`config.mk`:
```
export PLATFORM = sky130hd
export DESIGN_NAME = rv_front_top
export DESIGN_NICKNAME = d
export VERILOG_FILES = /design/src/rv_front_pkg.sv /design/src/rv_front_top.sv /design/src/inst_decoder.sv /design/src/inst_fetch.sv /design/src/stage_queue.sv
export VERILOG_INCLUDE_DIRS = /design/src
export SDC_FILE = /design/constraint.sdc
export NUM_CORES = 1
export LEC_CHECK = 0
export BUFFER_PORTS_ARGS = -buffer_cell sky130_fd_sc_hd__buf_2
export CORE_MARGIN = 2
export CORE_UTILIZATION = 51
export DETAILED_ROUTE_END_ITERATION = 6
export PLACE_DENSITY = 0.8
export SETUP_SLACK_MARGIN = 0.2
export SLEW_MARGIN = 25
export SYNTH_ARGS = -nofsm -noshare
export SYNTH_HDL_FRONTEND = slang
export SYNTH_SLANG_ARGS = --single-unit
```
`constraint.sdc`:
```
create_clock -name d_clk -period 11.8 [get_ports d_clk]
set_input_delay 0.59 -clock d_clk [delete_from_list [all_inputs] [get_ports d_clk]]
set_output_delay 0.59 -clock d_clk [all_outputs]
set_load 0.02 [all_outputs]
```
`src/rv_front_consts.svh`:
```
`ifndef RV_FRONT_CONSTS_SVH
`define RV_FRONT_CONSTS_SVH

`define RV_XLEN       32
`define RV_ALU_WIDTH  16
`define RV_OPC_WIDTH  11
`define QUEUE_DEPTH   2

// Bit positions in the one-hot ALU field.
`define ALU_ADD   0
`define ALU_SUB   1
`define ALU_SLT   2
`define ALU_SLTU  3
`define ALU_XOR   4
`define ALU_OR    5
`define ALU_AND   6
`define ALU_SLL   7
`define ALU_SRL   8
`define ALU_SRA   9
`define ALU_EQ    10
`define ALU_NEQ   11
`define ALU_LT    12
`define ALU_LTU   13
`define ALU_GE    14
`define ALU_GEU   15

// Bit positions in the one-hot opcode class field.
`define OPC_RTYPE   0
`define OPC_ITYPE   1
`define OPC_LOAD    2
`define OPC_STORE   3
`define OPC_BRANCH  4
`define OPC_JAL     5
`define OPC_JALR    6
`define OPC_LUI     7
`define OPC_AUIPC   8
`define OPC_SYSTEM  9
`define OPC_FENCE   10

`define OPCODE_RTYPE   7'b0110011
`define OPCODE_ITYPE   7'b0010011
`define OPCODE_LOAD    7'b0000011
`define OPCODE_STORE   7'b0100011
`define OPCODE_BRANCH  7'b1100011
`define OPCODE_JAL     7'b1101111
`define OPCODE_JALR    7'b1100111
`define OPCODE_LUI     7'b0110111
`define OPCODE_AUIPC   7'b0010111
`define OPCODE_SYSTEM  7'b1110011
`define OPCODE_FENCE   7'b0001111

`define FUNCT3_ADD   3'b000
`define FUNCT3_SLL   3'b001
`define FUNCT3_SLT   3'b010
`define FUNCT3_SLTU  3'b011
`define FUNCT3_XOR   3'b100
`define FUNCT3_SRA   3'b101
`define FUNCT3_OR    3'b110
`define FUNCT3_AND   3'b111

`define FUNCT3_EQ    3'b000
`define FUNCT3_NEQ   3'b001
`define FUNCT3_LT    3'b100
`define FUNCT3_GE    3'b101
`define FUNCT3_LTU   3'b110
`define FUNCT3_GEU   3'b111

`endif
```
`src/rv_front_pkg.sv`:
```
`default_nettype none
`include "rv_front_consts.svh"

package rv_front_pkg;

    typedef logic [`RV_ALU_WIDTH-1:0] alu_onehot_t;
    typedef logic [`RV_OPC_WIDTH-1:0] opc_onehot_t;

    typedef struct packed {
        logic illegal_opcode;   // No class matched.
        logic illegal_shift;    // Shift immediate with stray funct7 bits.
    } exc_t;

    // Raw word as it leaves the bus.
    typedef struct packed {
        logic [`RV_XLEN-1:0] pc;
        logic [`RV_XLEN-1:0] instr;
    } fetch_item_t;

    typedef struct packed {
        logic [`RV_XLEN-1:0] pc;
        logic [4:0]          rs1;
        logic [4:0]          rs2;
        logic [4:0]          rd;
        logic [2:0]          funct3;
        logic [`RV_XLEN-1:0] imm;
        alu_onehot_t         alu;
        opc_onehot_t         opc;
        exc_t                exc;
    } decoded_t;

endpackage

`default_nettype wire

```
`src/rv_front_top.sv`:
```
`default_nettype none
`include "rv_front_consts.svh"

module rv_front_top (
    input  wire logic                        d_clk,
    input  wire logic                        d_rst,
    input  wire logic                        redirect,
    input  wire logic [`RV_XLEN-1:0]         redirect_pc,
    output logic                             wb_cyc,
    output logic                             wb_stb,
    output logic [`RV_XLEN-1:0]              wb_adr,
    input  wire logic [`RV_XLEN-1:0]         wb_dat_i,
    input  wire logic                        wb_ack,
    output logic                             dec_valid,
    input  wire logic                        dec_ready,
    output logic [`RV_XLEN-1:0]              dec_pc,
    output logic [4:0]                       dec_rs1,
    output logic [4:0]                       dec_rs2,
    output logic [4:0]                       dec_rd,
    output logic [2:0]                       dec_funct3,
    output logic [`RV_XLEN-1:0]              dec_imm,
    output rv_front_pkg::alu_onehot_t        dec_alu,
    output rv_front_pkg::opc_onehot_t        dec_opc,
    output rv_front_pkg::exc_t               dec_exc
);

    logic                        fetch_valid;
    rv_front_pkg::fetch_item_t   fetch_item;
    logic                        fetch_ready;
    logic [1:0]                  fetch_count;
    logic                        raw_valid;
    rv_front_pkg::fetch_item_t   raw_item;
    logic                        raw_ready;
    logic                        dcd_valid;
    rv_front_pkg::decoded_t      dcd_item;
    logic                        dcd_ready;
    logic                        issue_ready;
    rv_front_pkg::decoded_t      issue_item;

    inst_fetch u_fetch (
        .d_clk       (d_clk),
        .d_rst       (d_rst),
        .redirect    (redirect),
        .redirect_pc (redirect_pc),
        .wb_cyc      (wb_cyc),
        .wb_stb      (wb_stb),
        .wb_adr      (wb_adr),
        .wb_dat_i    (wb_dat_i),
        .wb_ack      (wb_ack),
        .item_valid  (fetch_valid),
        .item        (fetch_item),
        .queue_count (fetch_count)
    );

    stage_queue #(.payload_t(rv_front_pkg::fetch_item_t)) u_fetch_q (
        .d_clk      (d_clk),
        .d_rst      (d_rst),
        .flush      (redirect),
        .push_valid (fetch_valid),
        .push_data  (fetch_item),
        .push_ready (fetch_ready),
        .pop_valid  (raw_valid),
        .pop_data   (raw_item),
        .pop_ready  (raw_ready),
        .count      (fetch_count)
    );

    inst_decoder u_decoder (
        .d_clk     (d_clk),
        .d_rst     (d_rst),
        .flush     (redirect),
        .in_valid  (raw_valid),
        .in_item   (raw_item),
        .in_ready  (raw_ready),
        .out_valid (dcd_valid),
        .out_item  (dcd_item),
        .out_ready (dcd_ready)
    );

    stage_queue #(.payload_t(rv_front_pkg::decoded_t)) u_issue_q (
        .d_clk      (d_clk),
        .d_rst      (d_rst),
        .flush      (redirect),
        .push_valid (dcd_valid),
        .push_data  (dcd_item),
        .push_ready (issue_ready),
        .pop_valid  (dec_valid),
        .pop_data   (issue_item),
        .pop_ready  (dec_ready),
        .count      ()
    );

    // Decoder holds its result while the issue queue is full.
    assign dcd_ready = issue_ready;

    assign dec_pc     = issue_item.pc;
    assign dec_rs1    = issue_item.rs1;
    assign dec_rs2    = issue_item.rs2;
    assign dec_rd     = issue_item.rd;
    assign dec_funct3 = issue_item.funct3;
    assign dec_imm    = issue_item.imm;
    assign dec_alu    = issue_item.alu;
    assign dec_opc    = issue_item.opc;
    assign dec_exc    = issue_item.exc;

    // Fetch never pushes into a full queue, since it checks the count first.
    a_fetch_fits: assert property (@(posedge d_clk) disable iff (!d_rst)
        fetch_valid |-> fetch_ready);

endmodule

`default_nettype wire

```
`src/inst_decoder.sv`:
```
`default_nettype none
`include "rv_front_consts.svh"

module inst_decoder (
    input  wire logic                        d_clk,
    input  wire logic                        d_rst,
    input  wire logic                        flush,
    input  wire logic                        in_valid,
    input  wire rv_front_pkg::fetch_item_t   in_item,
    output logic                             in_ready,
    output logic                             out_valid,
    output rv_front_pkg::decoded_t           out_item,
    input  wire logic                        out_ready
);

    logic [`RV_XLEN-1:0]        instr;
    logic [6:0]                 opcode;
    logic [2:0]                 funct3;
    logic                       accept;
    logic [`RV_XLEN-1:0]        imm_d;
    rv_front_pkg::alu_onehot_t  alu_d;
    rv_front_pkg::opc_onehot_t  opc_d;
    rv_front_pkg::exc_t         exc_d;
    rv_front_pkg::decoded_t     dec_d;

    assign instr  = in_item.instr;
    assign opcode = instr[6:0];
    assign funct3 = instr[14:12];

    assign in_ready = !out_valid || out_ready;
    assign accept   = in_valid && in_ready;

    always_comb begin
        opc_d              = '0;
        opc_d[`OPC_RTYPE]  = (opcode == `OPCODE_RTYPE);
        opc_d[`OPC_ITYPE]  = (opcode == `OPCODE_ITYPE);
        opc_d[`OPC_LOAD]   = (opcode == `OPCODE_LOAD);
        opc_d[`OPC_STORE]  = (opcode == `OPCODE_STORE);
        opc_d[`OPC_BRANCH] = (opcode == `OPCODE_BRANCH);
        opc_d[`OPC_JAL]    = (opcode == `OPCODE_JAL);
        opc_d[`OPC_JALR]   = (opcode == `OPCODE_JALR);
        opc_d[`OPC_LUI]    = (opcode == `OPCODE_LUI);
        opc_d[`OPC_AUIPC]  = (opcode == `OPCODE_AUIPC);
        opc_d[`OPC_SYSTEM] = (opcode == `OPCODE_SYSTEM);
        opc_d[`OPC_FENCE]  = (opcode == `OPCODE_FENCE);

        exc_d.illegal_opcode = ~|opc_d;
        // Shamt is 5 bits; funct7 may only carry bit 30.
        exc_d.illegal_shift  = opc_d[`OPC_ITYPE]
                             && (funct3 == `FUNCT3_SLL || funct3 == `FUNCT3_SRA)
                             && (instr[31] || |instr[29:25]);
    end

    always_comb begin
        alu_d = '0;
        if (opc_d[`OPC_RTYPE] || opc_d[`OPC_ITYPE]) begin
            if (funct3 == `FUNCT3_ADD) begin
                if (opc_d[`OPC_RTYPE] && instr[30]) begin
                    alu_d[`ALU_SUB] = 1'b1;
                end else begin
                    alu_d[`ALU_ADD] = 1'b1;     // Immediate form has no sub.
                end
            end
            alu_d[`ALU_SLT]  = (funct3 == `FUNCT3_SLT);
            alu_d[`ALU_SLTU] = (funct3 == `FUNCT3_SLTU);
            alu_d[`ALU_XOR]  = (funct3 == `FUNCT3_XOR);
            alu_d[`ALU_OR]   = (funct3 == `FUNCT3_OR);
            alu_d[`ALU_AND]  = (funct3 == `FUNCT3_AND);
            alu_d[`ALU_SLL]  = (funct3 == `FUNCT3_SLL);
            alu_d[`ALU_SRL]  = (funct3 == `FUNCT3_SRA) && !instr[30];
            alu_d[`ALU_SRA]  = (funct3 == `FUNCT3_SRA) && instr[30];
        end else if (opc_d[`OPC_BRANCH]) begin
            alu_d[`ALU_EQ]   = (funct3 == `FUNCT3_EQ);
            alu_d[`ALU_NEQ]  = (funct3 == `FUNCT3_NEQ);
            alu_d[`ALU_LT]   = (funct3 == `FUNCT3_LT);
            alu_d[`ALU_GE]   = (funct3 == `FUNCT3_GE);
            alu_d[`ALU_LTU]  = (funct3 == `FUNCT3_LTU);
            alu_d[`ALU_GEU]  = (funct3 == `FUNCT3_GEU);
        end else begin
            alu_d[`ALU_ADD] = 1'b1;             // Address and upper-immediate sums.
        end
    end

    always_comb begin
        case (opcode)
            `OPCODE_ITYPE, `OPCODE_JALR, `OPCODE_LOAD: begin
                imm_d = {{20{instr[31]}}, instr[31:20]};
            end
            `OPCODE_STORE: begin
                imm_d = {{20{instr[31]}}, instr[31:25], instr[11:7]};
            end
            `OPCODE_BRANCH: begin
                imm_d = {{20{instr[31]}}, instr[7], instr[30:25], instr[11:8], 1'b0};
            end
            `OPCODE_JAL: begin
                imm_d = {{12{instr[31]}}, instr[19:12], instr[20], instr[30:21], 1'b0};
            end
            `OPCODE_LUI, `OPCODE_AUIPC: begin
                imm_d = {instr[31:12], 12'b0};
            end
            `OPCODE_SYSTEM, `OPCODE_FENCE: begin
                imm_d = {20'b0, instr[31:20]};  // CSR number or fence bits, unsigned.
            end
            default: begin
                imm_d = '0;
            end
        endcase
    end

    always_comb begin
        dec_d.pc     = in_item.pc;
        dec_d.rs1    = instr[19:15];
        dec_d.rs2    = instr[24:20];
        dec_d.rd     = instr[11:7];
        dec_d.funct3 = funct3;
        dec_d.imm    = imm_d;
        dec_d.alu    = alu_d;
        dec_d.opc    = opc_d;
        dec_d.exc    = exc_d;
    end

    always_ff @(posedge d_clk or negedge d_rst) begin
        if (!d_rst) begin
            out_valid <= 1'b0;
        end else if (flush) begin
            out_valid <= 1'b0;
        end else if (in_ready) begin
            out_valid <= in_valid;
        end
    end

    always_ff @(posedge d_clk) begin
        if (accept) out_item <= dec_d;
    end

    // A stalled result stays put until taken.
    a_hold_on_stall: assert property (@(posedge d_clk) disable iff (!d_rst)
        (out_valid && !out_ready && !flush) |=> (out_valid && $stable(out_item)));

endmodule

`default_nettype wire

```
`src/inst_fetch.sv`:
```
`default_nettype none
`include "rv_front_consts.svh"

module inst_fetch (
    input  wire logic                  d_clk,
    input  wire logic                  d_rst,
    input  wire logic                  redirect,
    input  wire logic [`RV_XLEN-1:0]   redirect_pc,
    output logic                       wb_cyc,
    output logic                       wb_stb,
    output logic [`RV_XLEN-1:0]        wb_adr,
    input  wire logic [`RV_XLEN-1:0]   wb_dat_i,
    input  wire logic                  wb_ack,
    output logic                       item_valid,
    output rv_front_pkg::fetch_item_t  item,
    input  wire logic [1:0]            queue_count
);

    typedef enum logic [1:0] {
        ST_IDLE,
        ST_BUSY,
        ST_DROP     // Cycle still open after a redirect.
    } state_t;

    state_t               state;
    logic [`RV_XLEN-1:0]  pc;
    logic                 start;

    // Only one word is ever in flight, so the queue count in idle is exact.
    assign start = (state == ST_IDLE) && !redirect && (queue_count < 2'(`QUEUE_DEPTH));

    assign wb_cyc = (state != ST_IDLE);
    assign wb_stb = (state == ST_BUSY) || (state == ST_DROP);

    assign item_valid = (state == ST_BUSY) && wb_ack && !redirect;
    assign item.pc    = wb_adr;
    assign item.instr = wb_dat_i;

    always_ff @(posedge d_clk or negedge d_rst) begin
        if (!d_rst) begin
            state  <= ST_IDLE;
            pc     <= '0;
            wb_adr <= '0;
        end else begin
            case (state)
                ST_IDLE: begin
                    if (start) begin
                        wb_adr <= pc;
                        state  <= ST_BUSY;
                    end
                end
                ST_BUSY: begin
                    if (wb_ack) begin
                        state <= ST_IDLE;
                    end else if (redirect) begin
                        state <= ST_DROP;       // Finish the cycle, discard the word.
                    end
                end
                ST_DROP: begin
                    if (wb_ack) state <= ST_IDLE;
                end
                default: state <= ST_IDLE;
            endcase

            if (redirect) begin
                pc <= redirect_pc;
            end else if (start) begin
                pc <= pc + `RV_XLEN'd4;
            end
        end
    end

    // Wishbone classic: request held with a steady address until ack.
    a_wb_hold: assert property (@(posedge d_clk) disable iff (!d_rst)
        (wb_stb && !wb_ack) |=> (wb_stb && wb_cyc && $stable(wb_adr)));

endmodule

`default_nettype wire

```
`src/stage_queue.sv`:
```
`default_nettype none
`include "rv_front_consts.svh"

module stage_queue #(
    parameter type payload_t = logic
) (
    input  wire logic     d_clk,
    input  wire logic     d_rst,
    input  wire logic     flush,
    input  wire logic     push_valid,
    input  wire payload_t push_data,
    output logic          push_ready,
    output logic          pop_valid,
    output payload_t      pop_data,
    input  wire logic     pop_ready,
    output logic [1:0]    count
);

    localparam int AW = $clog2(`QUEUE_DEPTH);

    payload_t       mem [`QUEUE_DEPTH];
    logic [AW-1:0]  wr_ptr;
    logic [AW-1:0]  rd_ptr;
    logic           do_push;
    logic           do_pop;

    function automatic logic [AW-1:0] ptr_next(input logic [AW-1:0] p);
        return (p == AW'(`QUEUE_DEPTH - 1)) ? '0 : p + 1'b1;
    endfunction

    assign push_ready = (count < 2'(`QUEUE_DEPTH));
    assign pop_valid  = (count != 2'd0);
    assign pop_data   = mem[rd_ptr];
    assign do_push    = push_valid && push_ready;
    assign do_pop     = pop_valid && pop_ready;

    always_ff @(posedge d_clk or negedge d_rst) begin
        if (!d_rst) begin
            wr_ptr <= '0;
            rd_ptr <= '0;
            count  <= 2'd0;
        end else if (flush) begin
            wr_ptr <= '0;                       // Drops both entries.
            rd_ptr <= '0;
            count  <= 2'd0;
        end else begin
            if (do_push) wr_ptr <= ptr_next(wr_ptr);
            if (do_pop) rd_ptr <= ptr_next(rd_ptr);
            case ({do_push, do_pop})
                2'b10:   count <= count + 2'd1;
                2'b01:   count <= count - 2'd1;
                default: count <= count;
            endcase
        end
    end

    always_ff @(posedge d_clk) begin
        if (do_push) mem[wr_ptr] <= push_data;
    end

    // A push offered to a full queue leaves it untouched.
    a_no_push_when_full: assert property (@(posedge d_clk) disable iff (!d_rst)
        (!flush && push_valid && count == 2'(`QUEUE_DEPTH) && !do_pop)
        |=> (count == 2'(`QUEUE_DEPTH) && $stable(wr_ptr)));

endmodule

`default_nettype wire

```
==> results of run 1 <==
[metrics by stage]
stage / worst slack, ns / instances / power (mW)
global placement: 8.55 / 1962 / 3.56
detailed placement: 8.44 / 1962 / 3.59
finish: 8.55 / 2058 / 5.23
floorplan: 4.81 / 1255 / 3.26
CTS: 8.24 / 2055 / 5.28
global route: 8.31 / 2057 / 5.45
[path summary, 6_finish.rpt]
kind | from | to | cells past startpoint
setup / recovery | u_issue_q.rd_ptr | dec_pc[20] | 3
hold / removal | d_rst | u_fetch.pc[27] | 1
setup reg to reg | u_fetch_q.rd_ptr | u_decoder.out_item[46] | 5
hold reg to reg | u_decoder.out_item[37] | u_issue_q.mem[0][37] | 0
max in group asynchronous | d_rst | u_fetch_q.rd_ptr | 1
min in group d_clk | wb_dat_i[4] | u_fetch_q.mem[0][4] | 1
[cell families after synthesis]
family / share of synthesized area, %
and+or+nand+nor: 7.28
adders and majority gates: 0.306
xor gates and xnor gates: 0.471
buffers and inverters: 1.40
AOI/OAI and AO/OA: 4.00
DFF: 76.8
muxes: 9.71
[Yosys cell counts, types with 7 or more instances]
| library cell | instances |
|---|---|
| sky130_fd_sc_hd__nand3_1 | 25 |
| sky130_fd_sc_hd__nand3b_1 | 7 |
| sky130_fd_sc_hd__edfxtp_1 | 461 |
| sky130_fd_sc_hd__a31oi_1 | 7 |
| sky130_fd_sc_hd__o21ai_0 | 52 |
| sky130_fd_sc_hd__nand2_1 | 154 |
| sky130_fd_sc_hd__o211ai_1 | 7 |
| sky130_fd_sc_hd__nand4_1 | 11 |
| sky130_fd_sc_hd__mux2i_1 | 23 |
| sky130_fd_sc_hd__nand2b_1 | 10 |
| sky130_fd_sc_hd__mux2_2 | 156 |
| sky130_fd_sc_hd__nor4_1 | 7 |
| sky130_fd_sc_hd__nor3_1 | 14 |
| sky130_fd_sc_hd__inv_1 | 26 |
| sky130_fd_sc_hd__dfrtp_1 | 75 |
| sky130_fd_sc_hd__nor2_1 | 59 |
| sky130_fd_sc_hd__clkbuf_1 | 28 |
| sky130_fd_sc_hd__a21oi_1 | 20 |
| sky130_fd_sc_hd__buf_2 | 10 |
| sky130_fd_sc_hd__o311ai_0 | 8 |
| sky130_fd_sc_hd__nor2b_1 | 15 |
| sky130_fd_sc_hd__xor2_1 | 7 |
[layout make-up]
| cell class | instances | area (um^2) | share of cell area (%) |
|---|---|---|---|
| diodes | 3 | 7.51 | 0.0314 |
| clock buffers | 61 | 1360 | 5.67 |
| clock inverters | 32 | 395 | 1.65 |
| inverters | 27 | 101 | 0.424 |
| multi-input cells | 648 | 4500 | 18.8 |
| flip-flops and latches | 536 | 15700 | 65.7 |
| well taps | 525 | 657 | 2.75 |
| repair buffers | 226 | 1170 | 4.91 |
[per-layer routing]
layer,track usage [%],vias up
li1,-,5221
met1,25.5,5566
met2,34.0,434
met3,3.00,66
met4,5.90,0
met5,0,-
[worst max-delay path, stage by stage (launching register included)]
cell,delay (ns)
sky130_fd_sc_hd__dfrtp_4,0.72
sky130_fd_sc_hd__buf_6,0.62
sky130_fd_sc_hd__mux2_2,0.44
sky130_fd_sc_hd__buf_2,0.17
[sequential cells by signal (all words and copies together) (netlist names)]
name,count
u_fetch.state,2
u_fetch.wb_adr,32
u_fetch_q.rd_ptr,1
u_fetch_q.mem,128
u_issue_q.count,2
u_fetch.pc,32
u_issue_q.wr_ptr,1
u_decoder.out_valid,1
u_fetch_q.wr_ptr,1
u_issue_q.rd_ptr,1
u_issue_q.mem,222
u_decoder.out_item,111
u_fetch_q.count,2
[power by group through the flow]
stage / clock network, mW / registers [mW] / logic (mW)
5_1_grt: 1.79 / 2.65 / 1.02
6_report: 1.68 / 2.61 / 0.937
2_1_floorplan: 0 / 2.66 / 0.600
3_5_place_dp: 0 / 2.65 / 0.943
3_3_place_gp: 0 / 2.63 / 0.925
4_1_cts: 1.71 / 2.61 / 0.950
[placed cells by master (no fill, tap or decap), types with 7 or more instances in the layout]
cell type | synthesis | final
sky130_fd_sc_hd__nand2b_1 | 10 | 10
sky130_fd_sc_hd__clkbuf_1 | 28 | 8
sky130_fd_sc_hd__nor2b_1 | 15 | 15
sky130_fd_sc_hd__nand3_1 | 25 | 25
sky130_fd_sc_hd__a31oi_1 | 7 | 7
sky130_fd_sc_hd__dfrtp_1 | 75 | 73
sky130_fd_sc_hd__buf_2 | 10 | 213
sky130_fd_sc_hd__clkinv_2 | 0 | 7
sky130_fd_sc_hd__nand4_1 | 11 | 11
sky130_fd_sc_hd__bufinv_16 | 0 | 9
sky130_fd_sc_hd__nor3_1 | 14 | 13
sky130_fd_sc_hd__mux2i_1 | 23 | 23
sky130_fd_sc_hd__o211ai_1 | 7 | 7
sky130_fd_sc_hd__clkbuf_16 | 0 | 53
sky130_fd_sc_hd__xor2_1 | 7 | 7
sky130_fd_sc_hd__o21ai_0 | 52 | 52
sky130_fd_sc_hd__a21oi_1 | 20 | 19
sky130_fd_sc_hd__mux2_2 | 156 | 156
sky130_fd_sc_hd__nor4_1 | 7 | 7
sky130_fd_sc_hd__nor2_1 | 59 | 55
sky130_fd_sc_hd__inv_1 | 26 | 26
sky130_fd_sc_hd__buf_4 | 2 | 10
sky130_fd_sc_hd__nand2_1 | 154 | 154
sky130_fd_sc_hd__edfxtp_1 | 461 | 461
sky130_fd_sc_hd__o311ai_0 | 8 | 8
sky130_fd_sc_hd__nand3b_1 | 7 | 7
sky130_fd_sc_hd__clkinv_1 | 0 | 12
==> impl_table.tex, run 1 <==
\begin{tabular}{lr}
\hline
Metric & Value \\
\hline
\multicolumn{2}{l}{\textbf{Synthesis}} \\
\quad Portion of synthesized cell area occupied by the leading cell type & 67.7\% \\
\quad Synthesized cell area & 0.0205 mm\^{}2 \\
\quad EDFF count, synth & 461 \\
\quad Yosys warns & 0 \\
\quad Synth cell types & 55 \\
\quad Syn\_nets & 1329 \\
\quad Post-Syn Instances & 1255 \\
\quad Mean instance size in the synthesized netlist & 16.3 um\^{}2 \\
\quad Cell type contributing the most total cell area after synthesis & sky130\_fd\_sc\_hd\_\_edfxtp\_1 \\
\quad \#FFs+latches synth & 536 \\
\quad Share of the yosys chip area belonging to registers & 76.8\% \\
\quad Synth area leaders & sky130\_fd\_sc\_hd\_\_edfxtp\_1 (68\%), sky130\_fd\_sc\_hd\_\_dfrtp\_1 (9.2\%), sky130\_fd\_sc\_hd\_\_mux2\_2 (8.6\%) \\
\quad Most used flip-flop cell after synthesis & sky130\_fd\_sc\_hd\_\_edfxtp\_1 \\
\quad Proportion of register bits with asynchronous set or reset after synthesis & 14.0\% \\
\multicolumn{2}{l}{\textbf{Run}} \\
\quad Count of maximum capacitance violations & 0 \\
\multicolumn{2}{l}{\textbf{Drt}} \\
\quad Number of remaining DRC errors & 3 \\
\quad WL met2 & 20.9 mm \\
\quad Post-detailed-route count of antenna-violating nets & 0 \\
\quad Number of vias after detailed routing & 11300 \\
\quad Vias/cell & 5.48 \\
\quad Detailed Route WL & 40.7 mm \\
\quad Routed met1 length & 16.4 mm \\
\quad Top Metal Used & met4 \\
\quad DRT iter0 DRCs & 952 \\
\quad Pre-antenna DRT Iters & 7 \\
\quad Average wire per standard cell & 19.8 um \\
\quad Met3 routed WL & 2.56 mm \\
\multicolumn{2}{l}{\textbf{Floorplan}} \\
\quad Die width & 204 um \\
\quad Placeable core region & 0.0396 mm\^{}2 \\
\quad Starting utilization of the core area & 51.6\% \\
\quad Cell Rows & 73 \\
\quad Die Height & 204 um \\
\quad Number of I/O pins & 215 \\
\quad Area of the die & 0.0417 mm\^{}2 \\
\multicolumn{2}{l}{\textbf{Power and ir drop}} \\
\quad Total leakage power & 8.60 nW \\
\quad Sequential share of power & 49.9\% \\
\quad Internal Dissipation & 3.77 mW \\
\quad Maximum resistive drop on vdd & 0.123 mV \\
\quad Sw Pwr & 1.46 mW \\
\quad Sw frac & 28.0\% \\
\quad Comb pwr share & 17.9\% \\
\quad Power Dens Cells & 219 mW/mm\^{}2 \\
\quad Share of power burned in the clock network & 32.2\% \\
\multicolumn{2}{l}{\textbf{Cells and area}} \\
\quad Area growth syn-to-layout & 16.9\% \\
\quad Number of filler instances in the final layout & 2913 \\
\quad Final instance area & 0.0239 mm\^{}2 \\
\quad Layout cell share with drive strength beyond 1 & 30.6\% \\
\quad Post-layout util & 60.3\% \\
\quad Final net count & 1564 \\
\multicolumn{2}{l}{\textbf{Critical path}} \\
\quad Startpoint type of the worst setup path & register \\
\quad Worst reg2reg setup slack & 8.55 ns \\
\quad Crit path arrival time & 2.66 ns \\
\quad Worst Path Class, Setup & register to primary output \\
\quad Element type at the critical path end & primary output \\
\quad Largest fanout on the critical path & 80 \\
\quad Required time of the worst setup path & 11.21 ns \\
\multicolumn{2}{l}{\textbf{STA}} \\
\quad Setup Skew & 0.0240 ns \\
\quad RSZ-0062 raised after global routing & no \\
\quad Aggregate negative setup slack & 0 ns \\
\quad Timing-limited maximum frequency & 307 MHz \\
\quad Pin slew with the least headroom to its limit & 0.980 ns \\
\quad Final clock period utilization by the worst path & 27.6\% \\
\quad Final count of negative-setup-slack endpoints & 0 \\
\quad Min Clock Period, post-route & 3.25 ns \\
\quad Max-slew headroom & 34.5\% \\
\quad Hold violation total from the final report & 0 \\
\quad Pins Over Slew Limit & 0 \\
\quad WHS & 0.0302 ns \\
\multicolumn{2}{l}{\textbf{Clock tree}} \\
\quad Number of cells upsized or downsized after cts & 0 \\
\quad Root buffer cell & sky130\_fd\_sc\_hd\_\_clkbuf\_16 \\
\quad Number of levels the H-tree was split into & 2 \\
\quad Clock network latency to the later pin of the worst-skew pair & 0.59 ns \\
\quad Reg clk slew, reported paths & 0.06 ns \\
\quad CTS tree & built \\
\quad Number of buffers inserted by post-CTS setup repair & 0 \\
\quad Deepest clock path buffer count & 3 \\
\quad Number of hold buffers added after cts & 0 \\
\quad Number of clock buffers inserted by TritonCTS & 51 \\
\quad Clock sink total & 536 \\
\multicolumn{2}{l}{\textbf{Global route}} \\
\quad Number of antenna violations at the first check in global routing & 5 \\
\quad Vias in the first global route & 11200 \\
\quad Global-route wire length before repair & 62.4 mm \\
\quad Largest net degree at the start of global routing & 90 \\
\quad Total global-route track usage & 19.5\% \\
\quad Aggregate global routing overflow & 0 \\
\multicolumn{2}{l}{\textbf{Place}} \\
\quad Number of I/O port buffers & 214 \\
\quad Final Wtd Congestion & 0.887 \\
\quad Area post-placement & 0.0222 mm\^{}2 \\
\quad Detailed placer's ending HPWL & 26.5 mm \\
\multicolumn{2}{l}{\textbf{Worst hold path}} \\
\quad Hold Crit Class & primary input to async pin \\
\multicolumn{2}{l}{\textbf{Outcome}} \\
\quad Result of the run & complete, but fails checks \\
\quad Failing checks & DRC \\
\hline
\end{tabular}
Power figures use the tool's default switching activity.
==> run 2, diff against run 1 <==
==> constraint.sdc (replaced) <==
create_clock -name d_clk -period 3.07 [get_ports d_clk]
set_input_delay 0.1535 -clock d_clk [delete_from_list [all_inputs] [get_ports d_clk]]
set_output_delay 0.1535 -clock d_clk [all_outputs]
set_load 0.02 [all_outputs]
==> impl_table.tex, run 2 (synthesized netlist as in run 1, its figures left out) <==
\begin{tabular}{lr}
\hline
Metric & Value \\
\hline
\multicolumn{2}{l}{\textbf{Outcome}} \\
\quad Result of the run & finished, final reports clean \\
\multicolumn{2}{l}{\textbf{Clock tree}} \\
\quad Number of cells upsized or downsized after cts & 0 \\
\quad Deepest clock path buffer count & 3 \\
\quad Number of levels the H-tree was split into & 2 \\
\quad Root buffer cell & sky130\_fd\_sc\_hd\_\_clkbuf\_16 \\
\quad Number of buffers inserted by post-CTS setup repair & 0 \\
\quad Number of hold buffers added after cts & 69 \\
\quad CTS tree & built \\
\quad Clock sink total & 536 \\
\quad Number of clock buffers inserted by TritonCTS & 52 \\
\quad Reg clk slew, reported paths & 0.06 ns \\
\quad Clock network latency to the later pin of the worst-skew pair & 0.59 ns \\
\multicolumn{2}{l}{\textbf{Power and ir drop}} \\
\quad Maximum resistive drop on vdd & 0.616 mV \\
\quad Sequential share of power & 50.7\% \\
\quad Share of power burned in the clock network & 30.6\% \\
\quad Tot Pwr & 19.8 mW \\
\quad Power Dens Cells & 804 mW/mm\^{}2 \\
\quad Sw Pwr & 5.65 mW \\
\quad Comb pwr share & 18.7\% \\
\quad Total leakage power & 8.89 nW \\
\quad Sw frac & 28.5\% \\
\quad Internal Dissipation & 14.2 mW \\
\multicolumn{2}{l}{\textbf{Global route}} \\
\quad Global-route wire length before repair & 62.8 mm \\
\quad Vias in the first global route & 11300 \\
\quad Total global-route track usage & 19.6\% \\
\quad Number of antenna violations at the first check in global routing & 0 \\
\quad Largest net degree at the start of global routing & 76 \\
\quad Aggregate global routing overflow & 0 \\
\multicolumn{2}{l}{\textbf{Critical path}} \\
\quad Highest cell delay on the worst timing path & 0.69 ns \\
\quad Largest delay contributor family on the critical path & compound AO/OA/AOI/OAI gates \\
\quad Critical-path cell list & and3b\_1 -> a31oi\_1 -> or3\_1 -> inv\_2 -> a2bb2oi\_1 -> buf\_4 -> o21ai\_0 \\
\quad Worst path buffer plus inverter count & 2 \\
\quad Largest fanout on the critical path & 40 \\
\quad Required time of the worst setup path & 3.37 ns \\
\quad Crit path arrival time & 2.85 ns \\
\quad Worst Path Class, Setup & register to register \\
\quad Startpoint type of the worst setup path & register \\
\quad Standard cell with the maximum stage delay on the critical path & sky130\_fd\_sc\_hd\_\_dfrtp\_4 \\
\quad Element type at the critical path end & register \\
\multicolumn{2}{l}{\textbf{Cells and area}} \\
\quad Footprint of the multi-input gates & 0.00450 mm\^{}2 \\
\quad Most frequent standard cell in the layout excluding fill and tap cells & sky130\_fd\_sc\_hd\_\_edfxtp\_1 \\
\quad Number of flip-flops in the largest register & 222 \\
\quad Area growth syn-to-layout & 20.4\% \\
\quad Final instance area & 0.0246 mm\^{}2 \\
\quad Final net count & 1642 \\
\quad Number of filler instances in the final layout & 2814 \\
\quad Highest-count cells in the layout ignoring fill and taps & sky130\_fd\_sc\_hd\_\_edfxtp\_1 (461), sky130\_fd\_sc\_hd\_\_buf\_2 (213), sky130\_fd\_sc\_hd\_\_mux2\_2 (156), sky130\_fd\_sc\_hd\_\_nand2\_1 (154), sky130\_fd\_sc\_hd\_\_dfrtp\_1 (73) \\
\quad Layout cell share with drive strength beyond 1 & 29.9\% \\
\quad Leading registers by flop count & u\_issue\_q.mem: 222 flops, u\_fetch\_q.mem: 128 flops, u\_decoder.out\_item: 111 flops \\
\quad Final Non-Filler Cells & 2138 \\
\quad Area used by sequential logic in the layout & 0.0157 mm\^{}2 \\
\quad Register containing the most flip-flops in the final layout & u\_issue\_q.mem \\
\multicolumn{2}{l}{\textbf{Floorplan}} \\
\quad Cell Rows & 73 \\
\quad Die width & 204 um \\
\quad Starting utilization of the core area & 51.6\% \\
\quad Die Height & 204 um \\
\quad Placeable core region & 0.0396 mm\^{}2 \\
\quad Number of I/O pins & 215 \\
\quad Area of the die & 0.0417 mm\^{}2 \\
\multicolumn{2}{l}{\textbf{STA}} \\
\quad Setup Skew & 0.0237 ns \\
\quad Final clock period utilization by the worst path & 82.9\% \\
\quad WHS & 0.157 ns \\
\quad Final count of negative-setup-slack endpoints & 0 \\
\quad Pins Over Slew Limit & 0 \\
\quad Timing-limited maximum frequency & 393 MHz \\
\quad Min Clock Period, post-route & 2.54 ns \\
\quad RSZ-0062 raised after global routing & no \\
\quad Max-slew headroom & 46.2\% \\
\quad Pin slew with the least headroom to its limit & 0.806 ns \\
\quad Hold violation total from the final report & 0 \\
\quad Slack of the critical path & 0.525 ns \\
\multicolumn{2}{l}{\textbf{Drt}} \\
\quad Pre-antenna DRT Iters & 5 \\
\quad Detailed Route WL & 40.7 mm \\
\quad DRT iter0 DRCs & 921 \\
\quad Number of remaining DRC errors & 0 \\
\quad Average wire per standard cell & 19.0 um \\
\quad Post-detailed-route count of antenna-violating nets & 0 \\
\quad Vias/cell & 5.35 \\
\quad Number of vias after detailed routing & 11400 \\
\multicolumn{2}{l}{\textbf{Place}} \\
\quad Detailed placer's ending HPWL & 26.4 mm \\
\quad Final Wtd Congestion & 0.896 \\
\quad Number of I/O port buffers & 214 \\
\quad Area post-placement & 0.0223 mm\^{}2 \\
\quad Placed Instances & 1970 \\
\quad Worst setup timing slack at the placement stage & 0.552 ns \\
\multicolumn{2}{l}{\textbf{Worst hold path}} \\
\quad Hold Crit Class & primary input to async pin \\
\multicolumn{2}{l}{\textbf{Run}} \\
\quad Count of maximum capacitance violations & 0 \\
\hline
\end{tabular}
run 2: power by group through the flow:
stage / Combinational, mW / Clock (mW) / Sequential, mW
6_report: 3.70 / 6.07 / 10.0
5_1_grt: 4.01 / 6.48 / 10.2
4_1_cts: 3.76 / 6.20 / 10.0
3_5_place_dp: 3.65 / 0 / 10.2
3_3_place_gp: 3.59 / 0 / 10.1
2_1_floorplan: 2.31 / 0 / 10.1
run 2: layout make-up:
type	instances	share of cell area, %
Multi-Input combinational cell	648	18.3
Clock buffer	65	5.81
Inverter	27	0.411
Antenna cell	2	0.0203
Sequential cell	536	63.8
Tap cell	525	2.67
Clock inverter	32	0.904
Timing Repair Buffer	303	8.09
run 2: worst paths after layout:
kind                                          from                endpoint  slack, ns  cells past startpoint
setup / recovery                  u_fetch_q.rd_ptr  u_decoder.out_item[41]       0.53                      7
hold / removal                               d_rst          u_fetch.pc[28]       0.16                      2
setup reg to reg                  u_fetch_q.rd_ptr  u_decoder.out_item[41]       0.53                      7
hold reg to reg            u_decoder.out_item[101]   u_issue_q.mem[0][101]       0.44                      0
max in group asynchronous                    d_rst        u_fetch_q.rd_ptr       2.36                      2
min in group d_clk                    wb_dat_i[19]    u_fetch_q.mem[0][19]       0.30                      2
run 2: per-layer routing:
| layer | wire, um | global-route usage (%) | vias up |
|---|---|---|---|
| met1 | 16600 | 25.4 | 5640 |
| li1 | - | - | 5376 |
| met2 | 20800 | 33.4 | 365 |
| met5 | 0 | 0 | - |
| met4 | 1060 | 6.37 | 0 |
| met3 | 2190 | 3.67 | 65 |
run 2: per-stage QoR:
stage / util [%] / setup TNS [ns]
floorplan: - / -218.15
global placement: 56.2 / 0
detailed placement: 56.2 / 0
CTS: 62.1 / 0
global route: 62.1 / 0
finish: 62.2 / 0
run 2: worst reg2reg max path, stage by stage, from the launching register on:
cell	delay [ns]
sky130_fd_sc_hd__dfrtp_4	0.69
sky130_fd_sc_hd__and3b_1	0.26
sky130_fd_sc_hd__a31oi_1	0.43
sky130_fd_sc_hd__or3_1	0.31
sky130_fd_sc_hd__inv_2	0.09
sky130_fd_sc_hd__a2bb2oi_1	0.16
sky130_fd_sc_hd__buf_4	0.20
sky130_fd_sc_hd__o21ai_0	0.14
